===== src/fpAddSub_macros.svh =====
`ifndef FPADDSUB_MACROS_SVH
`define FPADDSUB_MACROS_SVH

// binary16 field widths
`define SIGN 1
`define EXPONENT 5
`define MANTISSA 10
`define DWIDTH (`SIGN+`EXPONENT+`MANTISSA)

`define BIAS 15

// All-ones exponent, marks infinity and NaN
`define EXP_INF (2*`BIAS+1)

// Zero bits appended below the fraction while adding
`define GUARDBITS 5

// Quiet NaN returned for every invalid case
`define CANON_NAN 16'h7E00

`endif


===== src/fpFormatPkg.sv =====
`include "fpAddSub_macros.svh"

package fpFormatPkg;

	// Packed operand or result word
	typedef logic [`DWIDTH-1:0] fp16T;

	// Biased exponent, one spare bit to see overflow
	typedef logic [`EXPONENT:0] expT;

	// Stored fraction
	typedef logic [`MANTISSA-1:0] manT;

	// Hidden bit, fraction and guard bits
	typedef logic [`MANTISSA+`GUARDBITS:0] sigT;

	// Execute result with carry on top
	typedef logic [`DWIDTH:0] sumT;

	typedef enum logic {
		OP_ADD = 1'b0,
		OP_SUB = 1'b1
	} opT;

endpackage


===== src/fpStagePkg.sv =====
package fpStagePkg;

	typedef struct packed {
		logic invalid;
		logic overflow;
		logic underflow;
	} fpFlagsT;

	typedef struct packed {
		logic valid;
		fpFormatPkg::manT manMax;		// Fraction of larger operand
		fpFormatPkg::sigT sigMin;		// Aligned smaller significand, sticky in bit 0
		logic signMax;
		logic signMin;
		logic maxAB;				// Larger operand is b
		fpFormatPkg::opT op;
		fpFormatPkg::expT expMax;
		logic special;
		fpFormatPkg::fp16T specialVal;
		fpFlagsT specialFlags;
	} alignStageT;

	typedef struct packed {
		logic valid;
		fpFormatPkg::sumT sum;
		logic sign;
		logic effSub;
		fpFormatPkg::expT exp;
		logic special;
		fpFormatPkg::fp16T specialVal;
		fpFlagsT specialFlags;
	} execStageT;

	typedef struct packed {
		logic valid;
		fpFormatPkg::sigT sig;			// Hidden bit at the top
		logic sticky;
		logic sign;
		fpFormatPkg::expT exp;
		logic zero;
		logic tiny;				// Exponent fell below one
		logic special;
		fpFormatPkg::fp16T specialVal;
		fpFlagsT specialFlags;
	} normStageT;

endpackage

===== src/fpAddSub.sv =====
`include "fpAddSub_macros.svh"

module fpAddSub (
	input  logic clk,
	input  logic rst,
	input  logic inVal,
	input  fpFormatPkg::fp16T a,
	input  fpFormatPkg::fp16T b,
	input  fpFormatPkg::opT op,
	output logic outVal,
	output fpFormatPkg::fp16T result,
	output fpStagePkg::fpFlagsT flags
);
	import fpStagePkg::*;

	alignStageT alignOut;
	execStageT execOut;
	normStageT normOut;

	fpAddSubAlign uAlign (
		.clk(clk),
		.rst(rst),
		.inVal(inVal),
		.a(a),
		.b(b),
		.op(op),
		.stageOut(alignOut)
	);

	fpAddSubExecute uExecute (
		.clk(clk),
		.rst(rst),
		.stageIn(alignOut),
		.stageOut(execOut)
	);

	fpAddSubNormalize uNormalize (
		.clk(clk),
		.rst(rst),
		.stageIn(execOut),
		.stageOut(normOut)
	);

	// Last stage registers the outputs
	fpAddSubRound uRound (
		.clk(clk),
		.rst(rst),
		.stageIn(normOut),
		.outVal(outVal),
		.result(result),
		.flags(flags)
	);

endmodule


===== src/fpAddSubAlign.sv =====
`include "fpAddSub_macros.svh"

module fpAddSubAlign (
	input  logic clk,
	input  logic rst,
	input  logic inVal,
	input  fpFormatPkg::fp16T a,
	input  fpFormatPkg::fp16T b,
	input  fpFormatPkg::opT op,
	output fpStagePkg::alignStageT stageOut
);
	import fpFormatPkg::*;
	import fpStagePkg::*;

	expT expA;
	expT expB;
	expT expMin;
	expT expDiff;
	manT manA;
	manT manB;
	manT manMin;
	logic signA;
	logic signBEff;
	logic zeroA;
	logic zeroB;
	logic infA;
	logic infB;
	logic nanA;
	logic nanB;
	logic bGreater;
	sigT sigMin;
	sigT lostMask;
	alignStageT nxt;

	always_comb begin
		expA = {1'b0, a[`DWIDTH-2 -: `EXPONENT]};
		expB = {1'b0, b[`DWIDTH-2 -: `EXPONENT]};
		manA = a[`MANTISSA-1:0];
		manB = b[`MANTISSA-1:0];
		signA = a[`DWIDTH-1];
		signBEff = b[`DWIDTH-1] ^ (op == OP_SUB);	// Sign of b as it is applied
		zeroA = (expA == '0);			// Subnormals flushed too
		zeroB = (expB == '0);
		infA = (expA == `EXP_INF) && (manA == '0);
		infB = (expB == `EXP_INF) && (manB == '0);
		nanA = (expA == `EXP_INF) && (manA != '0);
		nanB = (expB == `EXP_INF) && (manB != '0);

		// Order by magnitude
		bGreater = b[`DWIDTH-2:0] > a[`DWIDTH-2:0];
		nxt.maxAB = bGreater;
		nxt.manMax = bGreater ? manB : manA;
		nxt.expMax = bGreater ? expB : expA;
		nxt.signMax = bGreater ? b[`DWIDTH-1] : signA;
		nxt.signMin = bGreater ? signA : b[`DWIDTH-1];
		manMin = bGreater ? manA : manB;
		expMin = bGreater ? expA : expB;
		expDiff = nxt.expMax - expMin;

		// Shift right, fold lost bits into the lowest guard bit
		sigMin = {1'b1, manMin, {`GUARDBITS{1'b0}}};
		lostMask = ~(sigT'('1) << expDiff);
		nxt.sigMin = (sigMin >> expDiff) | sigT'(|(sigMin & lostMask));

		nxt.valid = inVal;
		nxt.op = op;
		nxt.special = 1'b1;
		nxt.specialFlags = '0;
		if (nanA || nanB || (infA && infB && (signA != signBEff))) begin
			nxt.specialVal = `CANON_NAN;
			nxt.specialFlags.invalid = 1'b1;
		end else if (infA) begin
			nxt.specialVal = a;
		end else if (infB) begin
			nxt.specialVal = {signBEff, b[`DWIDTH-2:0]};
		end else if (zeroA && zeroB) begin
			nxt.specialVal = {signA & signBEff, {(`DWIDTH-1){1'b0}}};	// -0 only if both negative
		end else if (zeroA) begin
			nxt.specialVal = {signBEff, b[`DWIDTH-2:0]};
		end else if (zeroB) begin
			nxt.specialVal = a;
		end else begin
			nxt.special = 1'b0;
			nxt.specialVal = '0;
		end
	end

	always_ff @(posedge clk) begin
		stageOut <= nxt;
		if (rst)
			stageOut.valid <= 1'b0;
	end

endmodule


===== src/fpAddSubExecute.sv =====
`include "fpAddSub_macros.svh"

module fpAddSubExecute (
	input  logic clk,
	input  logic rst,
	input  fpStagePkg::alignStageT stageIn,
	output fpStagePkg::execStageT stageOut
);
	import fpFormatPkg::*;
	import fpStagePkg::*;

	sumT sigMax;
	sumT sigMinExt;
	logic isSub;
	execStageT nxt;

	always_comb begin
		isSub = (stageIn.op == OP_SUB);
		sigMax = {2'b01, stageIn.manMax, {`GUARDBITS{1'b0}}};	// Restore hidden bit
		sigMinExt = {1'b0, stageIn.sigMin};

		// Effective operation from op and both signs
		nxt.effSub = isSub ^ stageIn.signMax ^ stageIn.signMin;
		nxt.sum = nxt.effSub ? (sigMax - sigMinExt) : (sigMax + sigMinExt);

		// Larger operand decides the sign
		nxt.sign = stageIn.maxAB ? (stageIn.signMax ^ isSub) : stageIn.signMax;

		nxt.valid = stageIn.valid;
		nxt.exp = stageIn.expMax;
		nxt.special = stageIn.special;
		nxt.specialVal = stageIn.specialVal;
		nxt.specialFlags = stageIn.specialFlags;
	end

	always_ff @(posedge clk) begin
		stageOut <= nxt;
		if (rst)
			stageOut.valid <= 1'b0;
	end

endmodule


===== src/fpAddSubNormalize.sv =====
`include "fpAddSub_macros.svh"

module fpAddSubNormalize (
	input  logic clk,
	input  logic rst,
	input  fpStagePkg::execStageT stageIn,
	output fpStagePkg::normStageT stageOut
);
	import fpFormatPkg::*;
	import fpStagePkg::*;

	// Leading zeros of the significand, full width if all zero
	function automatic logic [4:0] leadZeros(input sigT s);
		logic [4:0] n;
		logic found;
		n = 5'($bits(sigT));
		found = 1'b0;
		for (int i = $bits(sigT) - 1; i >= 0; i--) begin
			if (!found && s[i]) begin
				n = 5'($bits(sigT) - 1 - i);
				found = 1'b1;
			end
		end
		return n;
	endfunction

	sigT low;
	logic [4:0] lz;
	normStageT nxt;

	always_comb begin
		low = stageIn.sum[`MANTISSA+`GUARDBITS:0];	// Sum without carry
		lz = leadZeros(low);

		if (stageIn.sum[`DWIDTH]) begin
			// Carry out, shift right once
			nxt.sig = stageIn.sum[`DWIDTH:1];
			nxt.sticky = stageIn.sum[0];
			nxt.exp = stageIn.exp + 1'b1;
			nxt.tiny = 1'b0;
		end else begin
			nxt.sig = low << lz;
			nxt.sticky = 1'b0;
			nxt.exp = stageIn.exp - expT'(lz);
			nxt.tiny = expT'(lz) >= stageIn.exp;	// Biased exponent would reach 0 or less
		end

		// Only cancellation can give an all-zero sum
		nxt.zero = stageIn.effSub && (low == '0);

		nxt.valid = stageIn.valid;
		nxt.sign = stageIn.sign;
		nxt.special = stageIn.special;
		nxt.specialVal = stageIn.specialVal;
		nxt.specialFlags = stageIn.specialFlags;
	end

	always_ff @(posedge clk) begin
		stageOut <= nxt;
		if (rst)
			stageOut.valid <= 1'b0;
	end

endmodule


===== src/fpAddSubRound.sv =====
`include "fpAddSub_macros.svh"

module fpAddSubRound (
	input  logic clk,
	input  logic rst,
	input  fpStagePkg::normStageT stageIn,
	output logic outVal,
	output fpFormatPkg::fp16T result,
	output fpStagePkg::fpFlagsT flags
);
	import fpFormatPkg::*;
	import fpStagePkg::*;

	logic guard;
	logic stickyAll;
	logic roundUp;
	logic [`MANTISSA+1:0] rounded;		// Carry, hidden bit, fraction
	expT expFinal;
	fp16T resNext;
	fpFlagsT flagsNext;

	always_comb begin
		guard = stageIn.sig[`GUARDBITS-1];
		stickyAll = stageIn.sticky | (|stageIn.sig[`GUARDBITS-2:0]);
		roundUp = guard & (stickyAll | stageIn.sig[`GUARDBITS]);	// Ties go to even
		rounded = {1'b0, stageIn.sig[`MANTISSA+`GUARDBITS:`GUARDBITS]} + roundUp;
		expFinal = stageIn.exp + rounded[`MANTISSA+1];	// Renormalize on carry

		flagsNext = '0;
		if (stageIn.special) begin
			resNext = stageIn.specialVal;
			flagsNext = stageIn.specialFlags;
		end else if (stageIn.zero) begin
			resNext = '0;			// Exact cancellation is +0
		end else if (stageIn.tiny) begin
			resNext = {stageIn.sign, {(`DWIDTH-1){1'b0}}};
			flagsNext.underflow = 1'b1;
		end else if (expFinal >= `EXP_INF) begin
			resNext = {stageIn.sign, {`EXPONENT{1'b1}}, {`MANTISSA{1'b0}}};
			flagsNext.overflow = 1'b1;
		end else begin
			// Fraction bits are already zero after a rounding carry
			resNext = {stageIn.sign, expFinal[`EXPONENT-1:0], rounded[`MANTISSA-1:0]};
		end
	end

	always_ff @(posedge clk) begin
		outVal <= stageIn.valid;
		result <= resNext;
		flags <= flagsNext;
		if (rst)
			outVal <= 1'b0;
	end

endmodule


===== config.mk =====
export PLATFORM = sky130hd
export DESIGN_NAME = fpAddSub
export DESIGN_NICKNAME = d
export VERILOG_FILES = /design/src/fpFormatPkg.sv /design/src/fpStagePkg.sv /design/src/fpAddSub.sv /design/src/fpAddSubAlign.sv /design/src/fpAddSubExecute.sv /design/src/fpAddSubNormalize.sv /design/src/fpAddSubRound.sv
export VERILOG_INCLUDE_DIRS = /design/src
export SDC_FILE = /design/constraint.sdc
export NUM_CORES = 1
export LEC_CHECK = 0
export BUFFER_PORTS_ARGS = -buffer_cell sky130_fd_sc_hd__buf_2
export CORE_ASPECT_RATIO = 0.7
export CORE_MARGIN = 4
export CORE_UTILIZATION = 25
export CTS_CLUSTER_SIZE = 28
export DETAILED_ROUTE_END_ITERATION = 16
export SYNTH_ARGS = -nofsm -noshare
export SYNTH_HDL_FRONTEND = slang
export SYNTH_SLANG_ARGS = --single-unit
export TNS_END_PERCENT = 5

===== constraint.sdc =====
create_clock -name clk -period 4.8 [get_ports clk]
set_clock_uncertainty 0.15 [all_clocks]
set_input_delay 0.24 -clock clk [delete_from_list [all_inputs] [get_ports clk]]
set_output_delay 0.24 -clock clk [all_outputs]
set_load 0.05 [all_outputs]

# ---- Word level (Yosys, flattened, before mapping)
# Index checks and enable logic that the tools add are counted.
dict set report op_classes {
  magnitude_cmp 3
  multipliers 0
  muxes 54
  eq_ne 3
  n_bitwise 10
  n_reduce_logical 52
  n_addsub 7
  div 0
  shifts 3
}
# op count
set op_table {}
lappend op_table {{16-bit two-way mux} 8}
lappend op_table {{5-bit two-way mux} 18}
lappend op_table {{15-bit two-way mux} 2}
lappend op_table {{1-bit logical AND} 23}
lappend op_table {{1-bit two-way mux} 22}
lappend op_table {{10-bit logical NOT} 2}
lappend op_table {{10-bit two-way mux} 2}
lappend op_table {{10-bit nonzero test} 2}
lappend op_table {{16-bit by 16-bit adder with 17-bit output} 1}
lappend op_table {{17-bit two-way mux} 1}
lappend op_table {{16-bit by 16-bit subtractor with 17-bit output} 1}
lappend op_table {{16-bit AND} 1}
lappend op_table {{16-bit logical NOT} 1}
lappend op_table {{16-bit inverter} 1}
lappend op_table {{16-bit by 1-bit OR with 16-bit output} 1}
lappend op_table {{16-bit OR reduction} 1}
lappend op_table {{16-bit by 5-bit left shift with 16-bit output} 1}
lappend op_table {{16-bit by 6-bit left shift with 16-bit output, first input constant} 1}
lappend op_table {{16-bit by 6-bit right shift with 16-bit output} 1}
lappend op_table {{15-bit > comparator} 1}
lappend op_table {{1-bit logical NOT} 15}
lappend op_table {{11-bit by 1-bit adder with 12-bit output} 1}
lappend op_table {{5-bit == test, second input constant} 2}
lappend op_table {{5-bit logical NOT} 2}
lappend op_table {{other kinds (16)} 21}
dict set report word_totals {
  mem_count 0
  latch_bits 0
  ff_bits 164
  elab_cells 167
  ram_bits 0
  mem_bits_ro 0
  input_bits 36
}

# ---- Logic depth before layout (Yosys ltp)
# Gate-level depths: netlist of the first run.
dict set report logic_depth {
  word_depth 48
  mapped_depth 16
}

# ---- By module
# A second synthesis of the first run with hierarchy kept.
dict set report hier_totals {
  cells_unflattened 965
  hier_area_um2 8758.4
}
# mod area_each_um2 seq_area_each_um2 instances cells_each
set by_module_without_submodules {}
lappend by_module_without_submodules {fpAddSubAlign 3221.8 1081.0 1 368}
lappend by_module_without_submodules {fpAddSubNormalize 2472.4 940.9 1 271}
lappend by_module_without_submodules {fpAddSubExecute 2055.7 920.9 1 214}
lappend by_module_without_submodules {fpAddSubRound 1008.5 400.4 1 112}

# ---- Least setup slack after synthesis of the first run
# OpenSTA, ideal clock, no wires.
dict set report synth_path {
  path_type {input to register}
  start {input port a[13]}
  end {register uAlign.stageOut[30] (netlist bit)}
  stages 16
  slack_ns 0.853
  path_buffers 2
  setup_ns 0.127
  arrival_time_ns 3.670
  t_required_ns 4.523
  path_cell_list {inv_1 > ha_1 > buf_2 > and3_1 > o21ai_0 > o211ai_1 > o21ba_2 > mux2i_1 > ha_1 > clkbuf_1 > mux4_1 > o2bb2ai_1 > nor2_1 > o21bai_1 > a41oi_1 > or3_1}
}
# item line_no
set synth_rtl {}
lappend synth_rtl {{start: declaration} fpAddSub.sv:7} ;# input fpFormatPkg::fp16T a,
lappend synth_rtl {{end signal: assignment} fpAddSubAlign.sv:89} ;# stageOut <= nxt;
lappend synth_rtl {{end: declaration} fpAddSubAlign.sv:10} ;# output fpStagePkg::alignStageT stageOut

==> key figures, run 1 <==
Yosys
  • Warnings from Yosys: 0
  • Post-synth top area cell: dfxtp_1
  • Seq/Total Area, Yosys: 41.17%
  • Mapped Cells: roughly 860
  • Yosys cell types: 69
  • Syn Nets: 947
  • Post-synth ARST share: 0%
  • Synthesized area: approximately 7900 µm²
  • Yosys top cell area share: between 40% and 50%
  • Average cell area after synthesis: between 9 and 10 µm²
  • Top FF cell, synth: dfxtp_1
  • Post-synth top cells: dfxtp_1, nand2_1, nor2_1
  • #FFs+latches synth: 162
  • Synth area leaders: dfxtp_1, ha_1, mux2i_1, nand2_1, o21ai_0
  • EDFF count, synth: 0
  • Most frequent cell after synthesis: dfxtp_1

Clock tree
  • Clock Latency Late Sink: between 0.4 and 0.5 ns
  • CTS tree: done
  • CTS clk-pin slew, worst paths: around 0.06 ns
  • # hold bufs at CTS: 20
  • Sink Count: 162
  • Clock buffer depth: 2
  • H-tree levels: 4
  • Cts repair resizes: 0
  • Setup Fix Bufs, Post-CTS: 0
  • Cts bufs inserted: 17
  • Root buffer cell: clkbuf_16

Place
  • Buffers on Ports: 55
  • HPWL Detailed: between 15,000 and 20,000 µm
  • Area after DPL: 8627 µm²
  • GPL Wtd Cong: approximately 0.9
  • Placement Setup Slack: 0.7166 ns
  • Placed cell count: 1,317

Setup path
  • Worst r2r src: uExecute.stageOut[42]$_DFF_P_
  • R2r setup slk: 1.19 ns
  • Crit path launch type: input pin
  • Critical path arrival: 4.39 ns
  • CP endpoint: uAlign.stageOut[30]$_DFF_P_
  • Setup crit end kind: flip-flop
  • Critical path class: in -> reg
  • Critical Path Start: a[13]
  • Reg2Reg Capture Point: uNormalize.stageOut[26]$_DFF_P_
  • Reg2reg path depth: 13
  • Worst Path Max Fanout: 17
  • CP required: 4.96 ns

STA
  • Worst-margin pin slew: around 1.1 ns
  • Tmin final: 4.237 ns
  • Fin. max-slew vios: 0
  • Fmax: around 240 MHz
  • Final Worst Setup Slack: 0.5635 ns
  • Final setup viols: 0
  • Relative slew slack: 27.44%
  • Final period util: 88.26%
  • Hold Vio Cnt, Final: 0
  • Setup Total Neg Slack: 0 ns
  • Hold_ws: 0.02619 ns
  • RSZ-0062 raised after global routing: false

Detailed routing
  • Wirelength, routed: between 20,000 and 25,000 µm
  • DRC: 0
  • ANT nets after route: 0
  • Drt first pass iters: 5
  • Via density: 4.697
  • 1st-iter DRT viols: 636
  • Post-DR wirelength/cell: 15.44 µm
  • Total number of vias: 6,430

Power
  • Combinational fraction of design power: 35.7%
  • Pleak: about 4.0 nW
  • Share of power burned in registers: between 30 and 40%
  • Net Sw Power: 1.924 mW
  • Clock power share: 27.4%
  • P_int: approximately 3.2 mW
  • Net Sw Frac: between 30% and 40%
  • Overall Power: 5.114 mW
  • Worst vdd ir: 0.2401 mV
  • PwrDens: 541.5 nW/µm²

Global routing
  • Number of global-route vias before repair: 5,986
  • GRT Util Overall: approximately an eighth
  • Initial antenna violation count: 1
  • Congestion Overflow GR: 0
  • Largest net degree at the start of global routing: 56
  • First-pass GRT wire length: 33,030 µm

Floorplan
  • Initial Utilization: between 20% and 30%
  • Cell Rows: 54
  • Core area: 31,080 µm²
  • I/O Pins: 56
  • Chip Height: 156.5 µm
  • Die Wd: between 200 and 250 µm
  • Die area: 34,460 µm²

Final layout
  • Final Cell Area: 9444 µm²
  • Final core occ: 30.39%
  • Layout net count: 1,021
  • Inserted Diodes: 0
  • Area Growth Syn to Fin: 19.89%
  • Fin cells: 1,369
  • Fillers: 3,295
  • Share of cells above drive strength 1: 13.80%

Run status
  • Status: completed

Job
  • Max cap viols: 0

Min path
  • Hold WC Path Type: in -> reg
-- power groups by stage --
stage          registers (mW)  clock network, mW  logic [mW]
2_1_floorplan            2.06                  0        1.17
4_1_cts                  1.89               1.43        1.81
3_3_place_gp             1.91                  0        1.76
5_1_grt                  1.93               1.48        2.00
3_5_place_dp             1.92                  0        1.77
6_report                 1.89               1.40        1.82
-- how the worst min path moves through the flow --
stage	start	endpoint	slack [ns]	cells after the start
finish	b[11]	uAlign.stageOut[21]$_DFF_P_	0.03	3
detailed placement	uAlign.stageOut[17]$_SDFF_PP1_	uExecute.stageOut[17]$_DFF_P_	0.16	0
global placement	uAlign.stageOut[8]$_SDFF_PP0_	uExecute.stageOut[8]$_DFF_P_	0.16	0
CTS	b[7]	uAlign.stageOut[53]$_DFF_P_	0.002	3
global route	b[7]	uAlign.stageOut[53]$_DFF_P_	0.02	3
floorplan	op	uAlign.stageOut[26]$_DFF_P_	0.12	0
-- cell families after synthesis --
family          after synthesis  synth area share, %
flops                       162                41.17
compound gates              203                17.17
mux                          63                8.863
xor+xnor                     41                4.654
buf+inv                      84                4.400
simple gates                260                15.77
fa+ha+maj                    49                7.973
-- cell usage in the layout (no fill, tap or decap), drive strengths merged, types with 3 or more instances in the layout --
cell         count
dlygate4sd3     20
mux4             4
mux2            11
nand3           30
mux2i           48
dfxtp          162
nor2b           13
a31oi            7
xor2            17
o21bai          11
or2              3
a221o            8
o21ai           55
nand4            7
o31a             3
o32ai            4
nand3b           3
a21oi           41
ha              47
nor2            70
o22ai            3
inv             57
o31ai            6
a21o            11
a211oi           5
nor4             8
a22o            12
clkinv           4
a22oi           11
nand2b           6
or3              3
clkbuf          19
and3             9
a221oi           3
nor3            18
o211ai           4
nand2           76
and2             9
buf             68
xnor2           24
-- sequential cells by signal, summed over array words and instances, names as in the netlist --
register / count
uRound.flags: 3
uNormalize.stageOut: 45
uRound.outVal: 1
uRound.result: 16
uExecute.stageOut: 43
uAlign.stageOut: 54
-- final cells by class --
| cell class | instances | area (µm²) | area share (%) |
|---|---|---|---|
| Clock buffer | 19 | 452.9 | 4.796 |
| Clock inverter | 13 | 163.9 | 1.736 |
| Inverter | 51 | 191.4 | 2.027 |
| Multi-Input combinational cell | 616 | 4294 | 45.47 |
| Sequential cell | 162 | 3243 | 34.34 |
| Tap cell | 420 | 525.5 | 5.564 |
| Timing Repair Buffer | 88 | 573.1 | 6.068 |
-- routing by layer --
layer / vias to the layer above / track usage [%] / part of all wire [%]
met5: - / 0 / 0
met4: 0 / 3.317 / 1.1
met3: 23 / 3.533 / 8.5
met2: 255 / 16.38 / 40
met1: 2948 / 18.70 / 51
li1: 3204 / - / -
-- critical path: stages --
cell	delay (ns)
dlygate4sd3_1	0.52
buf_2	0.13
inv_1	0.10
ha_1	0.46
nand4_2	0.20
nor4_2	0.34
o21ba_2	0.21
mux2i_1	0.14
ha_1	0.32
buf_4	0.23
mux4_2	0.53
mux2i_1	0.18
nor2_1	0.06
o21bai_1	0.21
a41oi_1	0.14
or3_1	0.37
(Power assumes the default switching activity.)
==> run 2, diff against run 1 <==
Settings changed: CORE_UTILIZATION 25 to 30.
==> key figures, run 2 (synthesis results as in run 1) <==
Clock tree
  • Clock Latency Late Sink: 0.42 ns (about the same)
  • Sink Count: 162 (unchanged)
  • Setup Fix Bufs, Post-CTS: 0 (unchanged)
  • Clock buffer depth: 2 (unchanged)
  • CTS tree: done
  • CTS clk-pin slew, worst paths: 0.07 ns (about the same)
  • Cts bufs inserted: 17 (unchanged)
  • Root buffer cell: clkbuf_16
  • H-tree levels: 4 (unchanged)
  • Cts repair resizes: 0 (unchanged)

Final layout
  • Inserted Diodes: 0 (unchanged)
  • Commonest non-fill, non-tap cell in the layout: dfxtp_1
  • Largest Register: uAlign.stageOut
  • Area Growth Syn to Fin: 17.47%
  • Share of cells above drive strength 1: 13.76% (-0.047 points)
  • Number of flip-flops in the largest register: 54 (unchanged)
  • Layout net count: 1,017 (-0.39%)
  • Commonest non-fill, non-tap cells in the layout: dfxtp_1, nand2_1, nor2_1
  • Largest registers: uAlign.stageOut (54), uNormalize.stageOut (45), uExecute.stageOut (43)

Setup path
  • Crit path launch type: input pin
  • Worst r2r src: uExecute.stageOut[42]$_DFF_P_
  • Worst Path Max Fanout: 55 (+38)
  • CP required: 4.96 ns (about the same)
  • Critical path class: in -> reg
  • Critical path arrival: 4.53 ns (+0.14 ns)
  • Critical Path Start: a[13]
  • Setup crit end kind: flip-flop

Min path
  • Hold WC Path Type: in -> reg
  • Min-delay src: a[8]

STA
  • Worst-margin pin slew: 1.030 ns (-0.05433 ns)
  • RSZ-0062 raised after global routing: false
  • Setup Total Neg Slack: 0 ns (unchanged)
  • Final period util: 90.98% (+2.7 points)
  • Relative slew slack: 31.07% (+3.6 points)
  • Fmax: 229.0 MHz (-3.0%)
  • Final setup viols: 0 (unchanged)
  • Fin. max-slew vios: 0 (unchanged)
  • Hold Vio Cnt, Final: 0 (unchanged)
  • Tmin final: 4.367 ns (+0.1305 ns)

Power
  • Pleak: 3.945 nW (-0.99%)
  • Worst vdd ir: 0.2552 mV (+6.3%)
  • Overall Power: 4.999 mW (-2.3%)
  • PwrDens: 540.2 nW/µm² (-0.25%)

Detailed routing
  • Via density: 4.923 (+4.8%)
  • Post-DR wirelength/cell: 15.78 µm (+2.2%)
  • DRC: 0 (unchanged)
  • Wirelength, routed: 20,130 µm (-4.7%)
  • 1st-iter DRT viols: 579 (-9.0%)
  • Drt first pass iters: 5 (unchanged)
  • Total number of vias: 6,282 (-2.3%)
  • ANT nets after route: 0 (unchanged)

Floorplan
  • Initial Utilization: 30.59% (+5.2 points)
  • Die area: 28,960 µm² (-16%)
  • I/O Pins: 56 (unchanged)
  • Die Wd: 201.7 µm (-8.4%)
  • Cell Rows: 49 (-9.3%)
  • Chip Height: 143.6 µm (-8.3%)
  • Core area: 25,750 µm² (-17%)

Global routing
  • Congestion Overflow GR: 0 (unchanged)
  • GRT Util Overall: 13.76% (+1.6 points)
  • Initial antenna violation count: 1 (unchanged)
  • Largest net degree at the start of global routing: 56 (unchanged)
  • Number of global-route vias before repair: 5,819 (-2.8%)
  • First-pass GRT wire length: 31,970 µm (-3.2%)

Job
  • Max cap viols: 0 (unchanged)

Place
  • GPL Wtd Cong: 0.9312 (+2.0%)
  • Buffers on Ports: 55 (unchanged)
  • HPWL Detailed: 15,550 µm (-3.1%)

Run status
  • Status: completed
-- run 2: cell types whose count changed in the layout (fill, tap and decap cells not counted), sizes merged --
cell and change:
buf -1, clkbuf -2, clkinvlp +1, bufinv -1
clkinv +3, inv -1, dlygate4sd3 -3
-- run 2: worst paths after layout --
| path | cells after the start | slack [ns] | to |
|---|---|---|---|
| setup reg to reg | 12 | 1.26 | uNormalize.stageOut[26]$_DFF_P_ |
| hold reg to reg | 0 | 0.17 | uNormalize.stageOut[12]$_DFF_P_ |
| setup / recovery | 15 | 0.43 | uAlign.stageOut[30]$_DFF_P_ |
| hold / removal | 3 | 0.02 | uAlign.stageOut[11]$_SDFF_PP0_ |
-- run 2: area by class of cell --
| cell class | count | area (µm²) |
|---|---|---|
| clock buffer | 17 | 425.4 |
| clock inverter | 15 | 150.1 |
| fill | 2652 | 16500 |
| inverter | 51 | 191.4 |
| multi-input combinational | 616 | 4294 |
| sequential | 162 | 3243 |
| tap | 331 | 414.1 |
| timing repair buffer | 84 | 535.5 |
-- run 2: through the flow --
stage               hold WS [ns]  worst slack, ns  cell area (µm²)  util (%)  std cells
floorplan                 0.1177           0.8528             7878         -        862
global placement          0.1606           0.7485             8508     33.04       1227
detailed placement        0.1621           0.5840             8508     33.04       1227
CTS                    0.0008412           0.4585             9254     35.94       1276
global route             0.01717           0.1005             9254     35.94       1276
finish                   0.01801           0.4330             9254     35.94       1276
-- run 2: per-layer routing --
layer	vias to the layer above	global-route usage [%]	part of all wire [%]
met5	-	0	0
met4	0	3.127	0.59
met3	14	3.361	6.6
met2	193	18.31	38
met1	2875	21.88	55
li1	3200	-	-
-- run 2: repair_timing --
| action | in CTS | in global routing |
|---|---|---|
| setup endpoints to repair | 0 | 0 |
| hold buffers | 17 | 0 |
| hold endpoints to repair | 17 | 0 |
-- run 2: worst max-delay path, stage by stage --
cell	delay, ns
dlygate4sd3_1	0.54
buf_2	0.13
inv_1	0.11
ha_1	0.47
nand4_2	0.20
nor2_1	0.15
o31a_1	0.16
o21ba_2	0.15
buf_4	0.51
a211oi_2	0.19
xnor2_1	0.84
nor2_1	0.11
o21bai_1	0.22
a41oi_1	0.13
or3_1	0.38
-- run 2: report_power, final --
group | internal, mW | switching, mW
registers | 1.65 | 0.234
logic | 0.718 | 1.08
clock network | 0.730 | 0.588
==> run 3, diff against run 2 <==
Settings changed: ABC_AREA from default to 1, CORE_MARGIN 4 to 8, TNS_END_PERCENT 5 to default.
==> key figures, run 3 <==
STA
  • Hold_ws: 0.02852 ns (+0.01051 ns)
  • Worst-margin pin slew: 1.162 ns (+0.1319 ns)
  • Relative slew slack: 22.01% (-9.1 points)
  • Final setup viols: 0 (unchanged)
  • Fmax: 252.4 MHz (+10%)
  • Tmin final: 3.962 ns (-0.4048 ns)
  • Final period util: 82.55% (-8.4 points)
  • RSZ-0062 raised after global routing: false
  • Fin. max-slew vios: 0 (unchanged)
  • Hold Vio Cnt, Final: 0 (unchanged)
  • Setup Total Neg Slack: 0 ns (unchanged)

Yosys
  • Warnings from Yosys: 0 (unchanged)
  • Synth area leaders: dfxtp_1, nand2_1, nand3_1, ha_1, inv_1
  • Mapped Cells: 1,112 (+29%)
  • Post-synth top area cell: dfxtp_1
  • Synthesized area: 8210 µm² (+4.2%)
  • Post-synth top cells: nand2_1, dfxtp_1, inv_1
  • Syn Nets: 1,197 (+26%)
  • EDFF count, synth: 0 (unchanged)
  • Yosys top cell area share: 39.50% (-1.7 points)
  • Most frequent cell after synthesis: nand2_1
  • Yosys cell types: 50 (-28%)
  • Top FF cell, synth: dfxtp_1
  • #FFs+latches synth: 162 (unchanged)
  • Seq/Total Area, Yosys: 39.50% (-1.7 points)
  • Average cell area after synthesis: 7.383 µm² (-19%)
  • Post-synth ARST share: 0% (unchanged)

Clock tree
  • Clock buffer depth: 2 (unchanged)
  • CTS tree: done
  • Cts repair resizes: 0 (unchanged)
  • H-tree levels: 4 (unchanged)
  • Root buffer cell: clkbuf_16
  • Sink Count: 162 (unchanged)
  • CTS clk-pin slew, worst paths: 0.06 ns (about the same)
  • Clock Latency Late Sink: 0.43 ns (about the same)
  • Cts bufs inserted: 17 (unchanged)

Setup path
  • Worst r2r src: uExecute.stageOut[41]$_DFF_P_
  • Worst Path Max Fanout: 16 (-71%)
  • Crit path launch type: input pin
  • CP most frequent cell: nand2_1
  • CP required: 4.94 ns (-0.02 ns)
  • Reg2reg path depth: 18 (+6)
  • Critical path arrival: 4.11 ns (-0.42 ns)
  • Slowest-stage cell, CP: dlygate4sd3_1
  • CP bufs+invs: 5 (+1)
  • R2r setup slk: 1.51 ns (+0.25 ns)
  • Setup crit end kind: flip-flop
  • Reg2Reg Capture Point: uNormalize.stageOut[25]$_DFF_P_
  • Crit path largest cell delay: 0.51 ns (-0.33 ns)
  • Critical path class: in -> reg
  • Crit path cell chain: dlygate4sd3_1, buf_2, inv_1, ha_1, nand2_1, nor2_2, inv_2, nor2_4, nand2_1, nand2_2, nand2_2, nand2_4, nand3_4, ha_1, inv_1, nand2_1, nand3_1, nand2_1, nand2_1, nand3_1, nor2_1, nand2_1
  • CP delay by family, top: simple AND/OR/NAND/NOR gates
  • Critical Path Start: a[13]

Final layout
  • Share of cells above drive strength 1: 10.70% (-3.1 points)
  • Fillers: 2,824 (+6.5%)
  • Layout net count: 1,259 (+24%)
  • Inserted Diodes: 0 (unchanged)
  • Area Growth Syn to Fin: 15.48%
  • Largest Register: uAlign.stageOut
  • Commonest non-fill, non-tap cell in the layout: nand2_1
  • Number of flip-flops in the largest register: 54 (unchanged)
  • Commonest non-fill, non-tap cells in the layout: nand2_1, dfxtp_1, inv_1
  • Largest registers: uAlign.stageOut (54), uNormalize.stageOut (45), uExecute.stageOut (43)

Power
  • PwrDens: 538.7 nW/µm² (-0.27%)
  • Overall Power: 5.108 mW (+2.2%)
  • Pleak: 4.551 nW (+15%)
  • Worst vdd ir: 0.2748 mV (+7.7%)

Floorplan
  • I/O Pins: 56 (unchanged)
  • Chip Height: 154.4 µm (+7.5%)
  • Core area: 26,840 µm² (+4.2%)
  • Cell Rows: 50 (+2.0%)
  • Die Wd: 213.7 µm (+6.0%)
  • Initial Utilization: 30.59% (about the same)
  • Die area: 33,000 µm² (+14%)

Min path
  • Hold Path Stages: 3 (unchanged)
  • Hold WC Path Type: in -> reg
  • Worst Hold End: uAlign.stageOut[13]$_SDFF_PP1_
  • Min-delay src: a[10]

Place
  • HPWL Detailed: 18,420 µm (+18%)
  • Buffers on Ports: 55 (unchanged)
  • GPL Wtd Cong: 0.9548 (+2.5%)

Detailed routing
  • Total number of vias: 7,443 (+18%)
  • Post-DR wirelength/cell: 14.83 µm (-6.0%)
  • Drt first pass iters: 5 (unchanged)
  • DRC: 0 (unchanged)
  • ANT nets after route: 0 (unchanged)
  • 1st-iter DRT viols: 760 (+31%)
  • Via density: 4.799 (-2.5%)
  • Wirelength, routed: 23,000 µm (+14%)

Job
  • Max cap viols: 0 (unchanged)

Run status
  • Status: completed

Global routing
  • Initial antenna violation count: 1 (unchanged)
  • Number of global-route vias before repair: 6,858 (+18%)
  • Largest net degree at the start of global routing: 33 (-41%)
  • GRT Util Overall: 14.02% (+0.26 points)
  • Congestion Overflow GR: 0 (unchanged)
  • First-pass GRT wire length: 36,920 µm (+15%)
[run 3: cell count changes after synthesis, sizes merged, moves of 16 or more]
| cell | before | now |
|---|---|---|
| o21ai | 55 | 82 |
| xnor2 | 24 | 8 |
| nand2 | 76 | 276 |
| mux2i | 48 | 2 |
| nand3 | 30 | 124 |
| inv | 50 | 141 |
[run 3: layer usage]
metal	wire length [µm]	GRT usage [%]	vias to the layer above
li1	-	-	3793
met1	12220	22.23	3290
met2	8430	18.02	342
met3	2144	3.412	18
met4	204	3.419	0
met5	0	0	-
[run 3: report_power, final]
group          switching (mW)  internal [mW]
logic                    1.37          0.645
clock network           0.553          0.685
registers               0.192           1.66
[run 3: final cells by class]
class	instances	area, µm²	share of cell area, %
multi-input combinational	776	4249	44.81
sequential	162	3243	34.20
inverter	143	539.3	5.688
tap	364	455.4	4.803
timing repair buffer	74	452.9	4.777
clock buffer	20	446.7	4.711
clock inverter	12	95.09	1.003
[run 3: how the worst max path moves through the flow]
stage                                                  to  cells after the start
final                         uAlign.stageOut[30]$_DFF_P_                     22
after global routing       uAlign.stageOut[37]$_SDFF_PN0_                     23
after CTS                     uAlign.stageOut[30]$_DFF_P_                     22
after detailed placement      uAlign.stageOut[30]$_DFF_P_                     21
after global placement        uAlign.stageOut[30]$_DFF_P_                     21
after floorplan           uNormalize.stageOut[25]$_DFF_P_                     18
[run 3: cells by family (layout without fill, tap and decap cells)]
logic type / count (synthesis) / count (layout) / synth area share [%]
compound gates: 172 / 172 / 12.40
xor+xnor: 27 / 27 / 2.880
fa+ha+maj: 49 / 49 / 7.650
buf+inv: 174 / 249 / 8.747
flops: 162 / 162 / 39.50
mux: 2 / 2 / 0.2438
simple gates: 526 / 526 / 28.57
[run 3: what timing repair did]
| action | CTS | global route |
|---|---|---|
| hold endpoints to repair | 15 | 0 |
| hold buffers | 14 | 0 |
| setup buffers | 0 | 0 |
[run 3: worst reg2reg max path, stage by stage (launching register included)]
cell and delay [ns]:
dfxtp_1 0.38, inv_1 0.09, nand3_1 0.16, a41oi_1 0.09, nor2_1 0.24, nand4_1 0.18
nor2_1 0.17, nand3_1 0.11, nand2_1 0.10, inv_1 0.06, nand2_1 0.06, nor2_1 0.04
buf_4 0.22, ha_1 0.38, nand2_1 0.10, nor2_1 0.09, a211oi_1 0.06, or2_2 0.30
a32o_1 0.23
[run 3: stage by stage]
stage | util (%) | instance area [µm²] | instances | setup WS (ns)
2_1_floorplan | - | 8210 | 1112 | 1.918
3_3_place_gp | 32.79 | 8800 | 1505 | 1.060
3_5_place_dp | 32.79 | 8800 | 1505 | 0.9861
4_1_cts | 35.33 | 9482 | 1551 | 0.9193
5_1_grt | 35.33 | 9482 | 1551 | 0.5955
6_report | 35.33 | 9482 | 1551 | 0.8378
